## src/design/nimPkg.sv

```systemverilog
`default_nettype none

package nimPkg;

   typedef logic [7:0]  byte_t;
   typedef logic [35:0] regAddr_t;
   typedef logic [63:0] regData_t;
   typedef logic [31:0] crc_t;
   typedef logic [7:0]  nimIn_t;
   typedef logic [7:0]  chanMask_t;
   typedef logic [7:0]  count_t;

   typedef enum logic [2:0] {stIdle, stPreamble, stBody, stFcs, stDrop} rxState_t;
   typedef enum logic [7:0] {opRead = 8'd0, opWrite = 8'd1} otsOp_t;
   typedef enum logic {modeOr = 1'b0, modeAnd = 1'b1} chanMode_t;

   // frame length after the start-of-frame byte
   localparam int FRAME_BYTES = 60;
   localparam int FCS_BYTES   = 4;

   localparam logic [15:0] ETHERTYPE_IPV4 = 16'h0800;
   localparam byte_t       PROTO_UDP      = 8'h11;
   localparam crc_t        CRC_INIT       = 32'hffff_ffff;

   // register map
   localparam int ADDR_GLOBAL    = 0;
   localparam int ADDR_CHAN_BASE = 16;

   // global register fields
   localparam int GLB_EN_LSB  = 0;
   localparam int GLB_INV_LSB = 4;

   // channel register fields
   localparam int CFG_MASK_LSB    = 0;
   localparam int CFG_MODE_BIT    = 8;
   localparam int CFG_DELAY_LSB   = 16;
   localparam int CFG_STRETCH_LSB = 24;

   // ethernet crc32, one byte per call, data lsb first
   function automatic crc_t nextCrc(crc_t crc, byte_t d);
      crc_t c;
      logic fb;
      c = crc;
      for (int i = 0; i < 8; i++)
      begin
         fb = c[31] ^ d[i];
         c  = {c[30:0], 1'b0} ^ (fb ? 32'h04c1_1db7 : 32'h0);
      end
      return c;
   endfunction

endpackage

`default_nettype wire

```

## src/design/chanCfgIf.sv

```systemverilog
`timescale 1ns/1ps
`default_nettype none

// one trigger channel's settings, all static levels
interface chanCfgIf
   import nimPkg::*;
();

   chanMask_t mask;
   chanMode_t mode;
   count_t    delay;
   count_t    stretch;

   modport cfgSrc  (output mask, output mode, output delay, output stretch);
   modport cfgSink (input mask, input mode, input delay, input stretch);

endinterface

`default_nettype wire

```

## src/design/ethRxParser.sv

```systemverilog
`timescale 1ns/1ps
`default_nettype none

module ethRxParser
   import nimPkg::*;
#(
   parameter logic [47:0] OUR_MAC  = 48'h008055ec0078,
   parameter logic [15:0] UDP_PORT = 16'h07d7
)
(
   input  wire             PHY_RXCLK,
   input  wire             rst,
   input  wire byte_t      PHY_RXD,
   input  wire             PHY_RXCTL_RXDV,
   input  wire             PHY_RXER,
   output logic            wrEn,
   output regAddr_t        wrAddr,
   output regData_t        wrData
);

   // byte offsets after the start-of-frame byte
   localparam int OFS_ETYPE = 12;
   localparam int OFS_PROTO = 23;
   localparam int OFS_DPORT = 36;
   localparam int OFS_FLAGS = 42;
   localparam int OFS_COUNT = 43;
   localparam int OFS_ADDR  = 44;

   rxState_t   state;
   logic [5:0] byteCnt;
   crc_t       crc;
   crc_t       fcsExp;
   byte_t      fcsByte;
   byte_t      expByte;
   logic       checkByte;
   logic [5:0] payOfs;

   // expected value of the checked header bytes
   always_comb
   begin
      expByte   = 8'h00;
      checkByte = 1'b1;
      if (byteCnt < 6'd6)
         expByte = OUR_MAC[8 * (5 - byteCnt) +: 8];
      else
      begin
         case (byteCnt)
            6'(OFS_ETYPE):     expByte = ETHERTYPE_IPV4[15:8];
            6'(OFS_ETYPE + 1): expByte = ETHERTYPE_IPV4[7:0];
            6'(OFS_PROTO):     expByte = PROTO_UDP;
            6'(OFS_DPORT):     expByte = UDP_PORT[15:8];
            6'(OFS_DPORT + 1): expByte = UDP_PORT[7:0];
            6'(OFS_FLAGS):     expByte = opWrite;
            6'(OFS_COUNT):     expByte = 8'd1;
            default:           checkByte = 1'b0;
         endcase
      end
   end

   // fcs on the wire is the inverted, bit-reversed crc, low byte first
   always_comb
   begin
      for (int i = 0; i < 32; i++)
         fcsExp[i] = ~crc[31 - i];
   end

   assign fcsByte = fcsExp[8 * byteCnt[1:0] +: 8];

   always_ff @(posedge PHY_RXCLK)
   begin
      if (rst)
      begin
         state   <= stIdle;
         byteCnt <= '0;
         crc     <= CRC_INIT;
         wrEn    <= 1'b0;
      end
      else
      begin
         wrEn <= 1'b0;
         case (state)
            stIdle:
               if (PHY_RXCTL_RXDV)
                  state <= (!PHY_RXER && PHY_RXD == 8'h55) ? stPreamble : stDrop;
            stPreamble:
               if (!PHY_RXCTL_RXDV)
                  state <= stIdle;
               else if (PHY_RXER)
                  state <= stDrop;
               else if (PHY_RXD == 8'hd5)
               begin
                  state   <= stBody;
                  byteCnt <= '0;
                  crc     <= CRC_INIT;
               end
               else if (PHY_RXD != 8'h55)
                  state <= stDrop;
            stBody:
               if (!PHY_RXCTL_RXDV)
                  state <= stIdle;
               else if (PHY_RXER || (checkByte && PHY_RXD != expByte))
                  state <= stDrop;
               else
               begin
                  crc <= nextCrc(crc, PHY_RXD);
                  if (byteCnt == 6'(FRAME_BYTES - 1))
                  begin
                     byteCnt <= '0;
                     state   <= stFcs;
                  end
                  else
                     byteCnt <= byteCnt + 6'd1;
               end
            stFcs:
               // all fcs bytes matched, data-valid has to drop now
               if (byteCnt == 6'(FCS_BYTES))
               begin
                  if (!PHY_RXCTL_RXDV)
                  begin
                     wrEn  <= 1'b1;
                     state <= stIdle;
                  end
                  else
                     state <= stDrop;
               end
               else if (!PHY_RXCTL_RXDV)
                  state <= stIdle;
               else if (PHY_RXER || PHY_RXD != fcsByte)
                  state <= stDrop;
               else
                  byteCnt <= byteCnt + 6'd1;
            stDrop:
               if (!PHY_RXCTL_RXDV)
                  state <= stIdle;
            default:
               state <= stIdle;
         endcase
      end
   end

   // address then data, both least significant byte first
   assign payOfs = byteCnt - 6'(OFS_ADDR);

   always_ff @(posedge PHY_RXCLK)
   begin
      if (state == stBody && PHY_RXCTL_RXDV)
      begin
         if (payOfs < 6'd4)
            wrAddr[8 * payOfs[1:0] +: 8] <= PHY_RXD;
         else if (payOfs == 6'd4)
            wrAddr[35:32] <= PHY_RXD[3:0];
         if (payOfs[5:3] == 3'd1)
            wrData[8 * payOfs[2:0] +: 8] <= PHY_RXD;
      end
   end

endmodule

`default_nettype wire

```

## src/design/cfgRegs.sv

```systemverilog
`timescale 1ns/1ps
`default_nettype none

module cfgRegs
   import nimPkg::*;
#(
   parameter int NUM_CHANNELS = 4
)
(
   input  wire                     PHY_RXCLK,
   input  wire                     rst,
   input  wire                     wrEn,
   input  wire regAddr_t           wrAddr,
   input  wire regData_t           wrData,
   output logic [NUM_CHANNELS-1:0] outEnable,
   output logic [NUM_CHANNELS-1:0] outInvert,
   chanCfgIf.cfgSrc                chanCfg [NUM_CHANNELS]
);

   chanMask_t maskReg    [NUM_CHANNELS];
   chanMode_t modeReg    [NUM_CHANNELS];
   count_t    delayReg   [NUM_CHANNELS];
   count_t    stretchReg [NUM_CHANNELS];

   always_ff @(posedge PHY_RXCLK)
   begin
      if (rst)
      begin
         outEnable <= '0;
         outInvert <= '0;
         for (int c = 0; c < NUM_CHANNELS; c++)
         begin
            maskReg[c]    <= '0;
            modeReg[c]    <= modeOr;
            delayReg[c]   <= '0;
            stretchReg[c] <= '0;
         end
      end
      else if (wrEn)
      begin
         if (wrAddr == regAddr_t'(ADDR_GLOBAL))
         begin
            outEnable <= wrData[GLB_EN_LSB +: NUM_CHANNELS];
            outInvert <= wrData[GLB_INV_LSB +: NUM_CHANNELS];
         end
         // other unmapped addresses fall through untouched
         for (int c = 0; c < NUM_CHANNELS; c++)
         begin
            if (wrAddr == regAddr_t'(ADDR_CHAN_BASE + c))
            begin
               maskReg[c]    <= wrData[CFG_MASK_LSB +: 8];
               modeReg[c]    <= chanMode_t'(wrData[CFG_MODE_BIT]);
               delayReg[c]   <= wrData[CFG_DELAY_LSB +: 8];
               stretchReg[c] <= wrData[CFG_STRETCH_LSB +: 8];
            end
         end
      end
   end

   for (genvar c = 0; c < NUM_CHANNELS; c++)
   begin : gCfg
      assign chanCfg[c].mask    = maskReg[c];
      assign chanCfg[c].mode    = modeReg[c];
      assign chanCfg[c].delay   = delayReg[c];
      assign chanCfg[c].stretch = stretchReg[c];
   end

endmodule

`default_nettype wire

```

## src/design/triggerChannel.sv

```systemverilog
`timescale 1ns/1ps
`default_nettype none

module triggerChannel
   import nimPkg::*;
(
   input  wire         PHY_RXCLK,
   input  wire         rst,
   input  wire nimIn_t nimIn,
   chanCfgIf.cfgSink   cfg,
   output logic        pulse
);

   typedef enum logic [1:0] {chIdle, chDelay, chStretch} chState_t;

   chState_t chState;
   count_t   cnt;
   logic     cond;
   logic     condPrev;
   logic     rise;

   // masked coincidence, an empty mask never fires
   always_comb
   begin
      if (cfg.mask == '0)
         cond = 1'b0;
      else if (cfg.mode == modeAnd)
         cond = &(nimIn | ~cfg.mask);
      else
         cond = |(nimIn & cfg.mask);
   end

   assign rise = cond && !condPrev;

   always_ff @(posedge PHY_RXCLK)
   begin
      if (rst)
      begin
         chState  <= chIdle;
         cnt      <= '0;
         condPrev <= 1'b0;
      end
      else
      begin
         condPrev <= cond;
         case (chState)
            chIdle:
               // new rises only count here
               if (rise)
               begin
                  chState <= chDelay;
                  cnt     <= cfg.delay;
               end
            chDelay:
               if (cnt == '0)
               begin
                  chState <= chStretch;
                  cnt     <= cfg.stretch;
               end
               else
                  cnt <= cnt - 8'd1;
            chStretch:
               if (cnt == '0)
                  chState <= chIdle;
               else
                  cnt <= cnt - 8'd1;
            default:
               chState <= chIdle;
         endcase
      end
   end

   // high for stretch+1 cycles
   assign pulse = (chState == chStretch);

endmodule

`default_nettype wire

```

## src/design/nimOutputStage.sv

```systemverilog
`timescale 1ns/1ps
`default_nettype none

module nimOutputStage
#(
   parameter int NUM_CHANNELS = 4
)
(
   input  wire                     PHY_RXCLK,
   input  wire                     rst,
   input  wire [NUM_CHANNELS-1:0]  pulse,
   input  wire [NUM_CHANNELS-1:0]  outEnable,
   input  wire [NUM_CHANNELS-1:0]  outInvert,
   output logic [NUM_CHANNELS-1:0] nimOut
);

   // a disabled output rests at its inversion level
   always_ff @(posedge PHY_RXCLK)
   begin
      if (rst)
         nimOut <= '0;
      else
         nimOut <= (pulse & outEnable) ^ outInvert;
   end

endmodule

`default_nettype wire

```

## src/design/nimTrigger.sv

```systemverilog
`timescale 1ns/1ps
`default_nettype none

module nimTrigger
   import nimPkg::*;
#(
   parameter int          NUM_CHANNELS = 4,
   parameter logic [47:0] OUR_MAC      = 48'h008055ec0078,
   parameter logic [15:0] UDP_PORT     = 16'h07d7
)
(
   input  wire                     PHY_RXCLK,
   input  wire                     rst,
   input  wire byte_t              PHY_RXD,
   input  wire                     PHY_RXCTL_RXDV,
   input  wire                     PHY_RXER,
   input  wire nimIn_t             nimIn,
   output logic [NUM_CHANNELS-1:0] nimOut
);

   logic                    wrEn;
   regAddr_t                wrAddr;
   regData_t                wrData;
   logic [NUM_CHANNELS-1:0] outEnable;
   logic [NUM_CHANNELS-1:0] outInvert;
   logic [NUM_CHANNELS-1:0] pulse;

   chanCfgIf chanCfg [NUM_CHANNELS] ();

   ethRxParser #(
      .OUR_MAC  (OUR_MAC),
      .UDP_PORT (UDP_PORT)
   ) i_ethRxParser (
      .PHY_RXCLK      (PHY_RXCLK),
      .rst            (rst),
      .PHY_RXD        (PHY_RXD),
      .PHY_RXCTL_RXDV (PHY_RXCTL_RXDV),
      .PHY_RXER       (PHY_RXER),
      .wrEn           (wrEn),
      .wrAddr         (wrAddr),
      .wrData         (wrData)
   );

   cfgRegs #(
      .NUM_CHANNELS (NUM_CHANNELS)
   ) i_cfgRegs (
      .PHY_RXCLK (PHY_RXCLK),
      .rst       (rst),
      .wrEn      (wrEn),
      .wrAddr    (wrAddr),
      .wrData    (wrData),
      .outEnable (outEnable),
      .outInvert (outInvert),
      .chanCfg   (chanCfg)
   );

   // one trigger channel per nim output
   for (genvar c = 0; c < NUM_CHANNELS; c++)
   begin : gChan
      triggerChannel i_triggerChannel (
         .PHY_RXCLK (PHY_RXCLK),
         .rst       (rst),
         .nimIn     (nimIn),
         .cfg       (chanCfg[c]),
         .pulse     (pulse[c])
      );
   end

   nimOutputStage #(
      .NUM_CHANNELS (NUM_CHANNELS)
   ) i_nimOutputStage (
      .PHY_RXCLK (PHY_RXCLK),
      .rst       (rst),
      .pulse     (pulse),
      .outEnable (outEnable),
      .outInvert (outInvert),
      .nimOut    (nimOut)
   );

endmodule

`default_nettype wire

```

## config.mk

```make
export PLATFORM = sky130hd
export DESIGN_NAME = nimTrigger
export DESIGN_NICKNAME = d
export VERILOG_FILES = /design/src/design/nimPkg.sv /design/src/design/chanCfgIf.sv /design/src/design/ethRxParser.sv /design/src/design/cfgRegs.sv /design/src/design/triggerChannel.sv /design/src/design/nimOutputStage.sv /design/src/design/nimTrigger.sv
export SDC_FILE = /design/constraint.sdc
export NUM_CORES = 1
export LEC_CHECK = 0
export BUFFER_PORTS_ARGS = -buffer_cell sky130_fd_sc_hd__buf_2
export CAP_MARGIN = 15
export CORE_ASPECT_RATIO = 1.2
export CORE_MARGIN = 5
export CORE_UTILIZATION = 45
export CTS_BUF_LIST = sky130_fd_sc_hd__clkbuf_2 sky130_fd_sc_hd__clkbuf_4 sky130_fd_sc_hd__clkbuf_8
export CTS_CLUSTER_SIZE = 16
export DETAILED_ROUTE_END_ITERATION = 8
export GPL_TIMING_DRIVEN = 0
export PLACE_DENSITY_LB_ADDON = 0.05
export SETUP_SLACK_MARGIN = 0.5
export SYNTH_ARGS = -nofsm -noshare
export SYNTH_HDL_FRONTEND = slang
export SYNTH_SLANG_ARGS = --single-unit
```

## constraint.sdc

```tcl
create_clock -name PHY_RXCLK -period 4.43 [get_ports PHY_RXCLK]
set_input_delay 0.6645 -clock PHY_RXCLK [delete_from_list [all_inputs] [get_ports PHY_RXCLK]]
set_output_delay 0.6645 -clock PHY_RXCLK [all_outputs]
set_load 0.01 [all_outputs]
```

==> out/results.tsv <==
metric	value	unit
grt_pass1_vias	10200	
avgViaCountPerCell	5.51	
row_count	70	
critical_path_class	reg -> reg	
synth_edf_count	161	
cp_slowest_stage_delay	0.43	ns
p_seq_share	40.3	%
ys_ff_latch	259	
drc	0	
fin_nets	1477	
grt_overflow	0	
tightest_slew	1.05	ns
intPower	4.75	mW
async_flop_share	0	%
synth_cell_types	80	
start_kind	register	
synth.avg_cell_area	10.2	um2
antenna_left	0	
yosysSeqAreaShare	49.1	%
place_area	14500	um2
ctsHoldBuffers	0	
setup_ws	0.618	ns
hpwlAfterDp	27500	um
setup_violations	0	
postLayoutCellArea	15400	um2
crit_path_cell_trace	buf_8 -> buf_8 -> inv_1 -> ha_1 -> or2_2 -> a21o_1 -> a2111oi_4 -> o32ai_2 -> o41ai_4 -> buf_4 -> o211ai_2 -> buf_6 -> or4_1 -> a21oi_1	
synth_ff_type	edfxtp_1	
rsz0062_at_grt	false	
synth_top_area_cell	edfxtp_1	
synth_nets	1414	
relSlewSlack	29.3	%
fp.dieW	170	um
gp_congestion	0.863	
drive_gt1_share	10.1	%
avgRoutedWirePerCell	20.3	um
period_minus_slack	3.81	ns
seq_area	6800	um2
cap_violations	0	
synthTopCellsByArea	edfxtp_1 35%, dfxtp_1 14%, and2_1 5.0%, xnor2_1 4.6%, nor2_1 3.2%	
hp-class	in -> reg	
syn_inst	1359	
hold_path.startpoint	PHY_RXCTL_RXDV	
path_clk_slew	0.07	ns
critical-path-top-delay-family	compound AO/OA/AOI/OAI gates	
netlist.area_leader.share	35.0	%
status	finished, final reports clean	
ys.warnings.count	0	
fillers	2828	
p_per_area	465	nW/um2
grt_pass1_wl	58200	um
numCtsBuffers	44	
p_sw	2.41	mW
pre_cts_ws	-0.0195	ns
h-tree-depth	2	
cts-root-buf	clkbuf_8	
drv_slew	0	
clockBufferDepth	3	
critPathSlowestCell	dfxtp_4	
switching_share	33.7	%
io_pins	24	
final.setup_skew	0.0202	ns
critPathArrivalTime	4.29	ns
cts_sinks	259	
crit_path_frequent_cell	buf_8	
p_clk_share	29.9	%
hold_violations	0	
rr_startpoint	i_ethRxParser.byteCnt[1]	
p_leak	5.51	nW
post-route-period-util	86.0	%
start_util	45.5	%
crit_path_start	i_ethRxParser.byteCnt[1]	
wirelength	37600	um
crit_required	4.91	ns
die-area	34400	um2
critPathMaxFanout	10	
grt_max_degree	19	
vdd_ir_drop_max	0.000251	V
die_h	202	um
combPwrFrac	29.8	%
dr_total_vias	10200	
syn2layout_area_growth	11.4	%
crit_path_end_kind	register	
grt_usage	21.8	%
cts_tree	built	
fp.coreArea	30400	um2
clk_latency	0.56	ns
finalNonFillerCells	1851	
fmax	262	MHz
drt_iter0_drc	673	
total_power	7.16	mW
insertedDiodeCount	0	
port-buffer-count	11	
crit_buf_inv	5	
multiInputGateArea	6430	um2
synth.cell_area	13800	um2
first_pass_iters	5	
antenna_found_initial	0	
dp_cells	1770	
placed cells by master, fill, tap and decap left out, types with 9 or more instances in the layout:
cell | Yosys | layout
clkinv_1 | 0 | 11
edfxtp_1 | 161 | 161
a211o_1 | 14 | 14
nand2b_1 | 22 | 22
nand2_1 | 89 | 89
and2_1 | 110 | 110
o22ai_1 | 19 | 19
nor2_1 | 118 | 118
ha_1 | 35 | 35
xor2_1 | 35 | 35
nand3_1 | 14 | 14
a2bb2oi_2 | 20 | 20
nand4_1 | 16 | 16
mux2i_1 | 24 | 24
inv_1 | 80 | 80
a22oi_1 | 23 | 23
and3_1 | 15 | 15
a21oi_1 | 59 | 59
nor2b_1 | 11 | 11
clkbuf_1 | 57 | 57
nor4_1 | 27 | 27
nor3_1 | 44 | 44
xnor2_1 | 72 | 72
buf_2 | 9 | 18
o21ai_0 | 42 | 38
or3_1 | 9 | 9
clkbuf_4 | 0 | 18
o211ai_1 | 14 | 14
dfxtp_1 | 98 | 97
clkbuf_8 | 0 | 47
worst paths after layout:
kind,end,slack (ns),depth (start not counted)
worst min-delay path,i_ethRxParser.wrEn,0.37,2
worst min register to register,gChan[0].i_triggerChannel.cnt[5],0.49,2
worst max register to register,i_ethRxParser.byteCnt[2],0.62,14
worst max-delay path,i_ethRxParser.byteCnt[2],0.62,14
synth_stat cells, types with 15 or more instances:
library cell    n
and3_1         15
o21ai_0        42
nand2b_1       22
xor2_1         35
a22oi_1        23
o22ai_1        19
mux2i_1        24
and2_1        110
a2bb2oi_2      20
xnor2_1        72
nor2_1        118
edfxtp_1      161
nor3_1         44
a21oi_1        59
dfxtp_1        98
nand2_1        89
inv_1          80
clkbuf_1       57
nand4_1        16
nor4_1         27
ha_1           35
per-stage QoR:
stage               setup TNS (ns)  util, %  hold WS, ns
floorplan                        0        -        0.456
global placement            -15.21     47.3        0.472
detailed placement         -0.0432     47.6        0.482
CTS                              0     50.6        0.339
global route                     0     50.7        0.375
finish                           0     50.7        0.373
what timing repair did:
action	in CTS	in global routing
endpoints found under the setup margin	40	25
cloned	0	0
gates resized for setup	8	3
pin swaps	1	0
buffers inserted	1	0
per-layer routing:
layer	share of wire, %	routed length (um)	vias up	GRT usage, %
met5	0	0	-	0
met4	3.7	1390	0	8.19
met3	3.5	1310	76	3.29
met2	51	19200	193	38.7
met1	42	15700	4927	26.4
li1	-	-	5009	-
power groups by stage:
| stage | combinational (mW) | sequential, mW | clock [mW] |
|---|---|---|---|
| global placement | 2.10 | 2.94 | 0 |
| detailed placement | 2.11 | 2.94 | 0 |
| floorplan | 1.67 | 2.89 | 0 |
| finish | 2.13 | 2.89 | 2.14 |
| CTS | 2.12 | 2.89 | 2.20 |
| global route | 2.38 | 2.91 | 2.31 |
registers in the layout, indices dropped and copies added, names as in the netlist:
name,flops
gChan.i_triggerChannel.chState,8
gChan.i_triggerChannel.cnt,32
gChan.i_triggerChannel.condPrev,4
i_cfgRegs.delayReg,32
i_cfgRegs.maskReg,32
i_cfgRegs.modeReg,4
i_cfgRegs.outEnable,4
i_cfgRegs.outInvert,4
i_cfgRegs.stretchReg,32
i_ethRxParser.byteCnt,6
i_ethRxParser.crc,32
i_ethRxParser.state,3
i_ethRxParser.wrAddr,36
i_ethRxParser.wrData,25
i_ethRxParser.wrEn,1
i_nimOutputStage.nimOut,4
area by class of cell:
cell class | instances | area share, %
tap | 396 | 3.22
multi-input combinational | 944 | 41.7
sequential | 259 | 44.1
inverter | 80 | 1.95
clock inverter | 14 | 0.528
buffer | 76 | 2.36
timing repair buffer | 17 | 0.991
clock buffer | 65 | 5.08
kinds of logic after synthesis:
family / count (synthesis) / synth area share [%]
AOI/OAI and AO/OA: 266 / 14.5
xor gates and xnor gates: 108 / 6.89
adders and majority gates: 35 / 3.17
buffers and inverters: 156 / 4.64
DFF: 259 / 49.1
muxes: 30 / 2.55
and+or+nand+nor: 505 / 19.1
No activity file was read; power rests on OpenSTA's default activity.
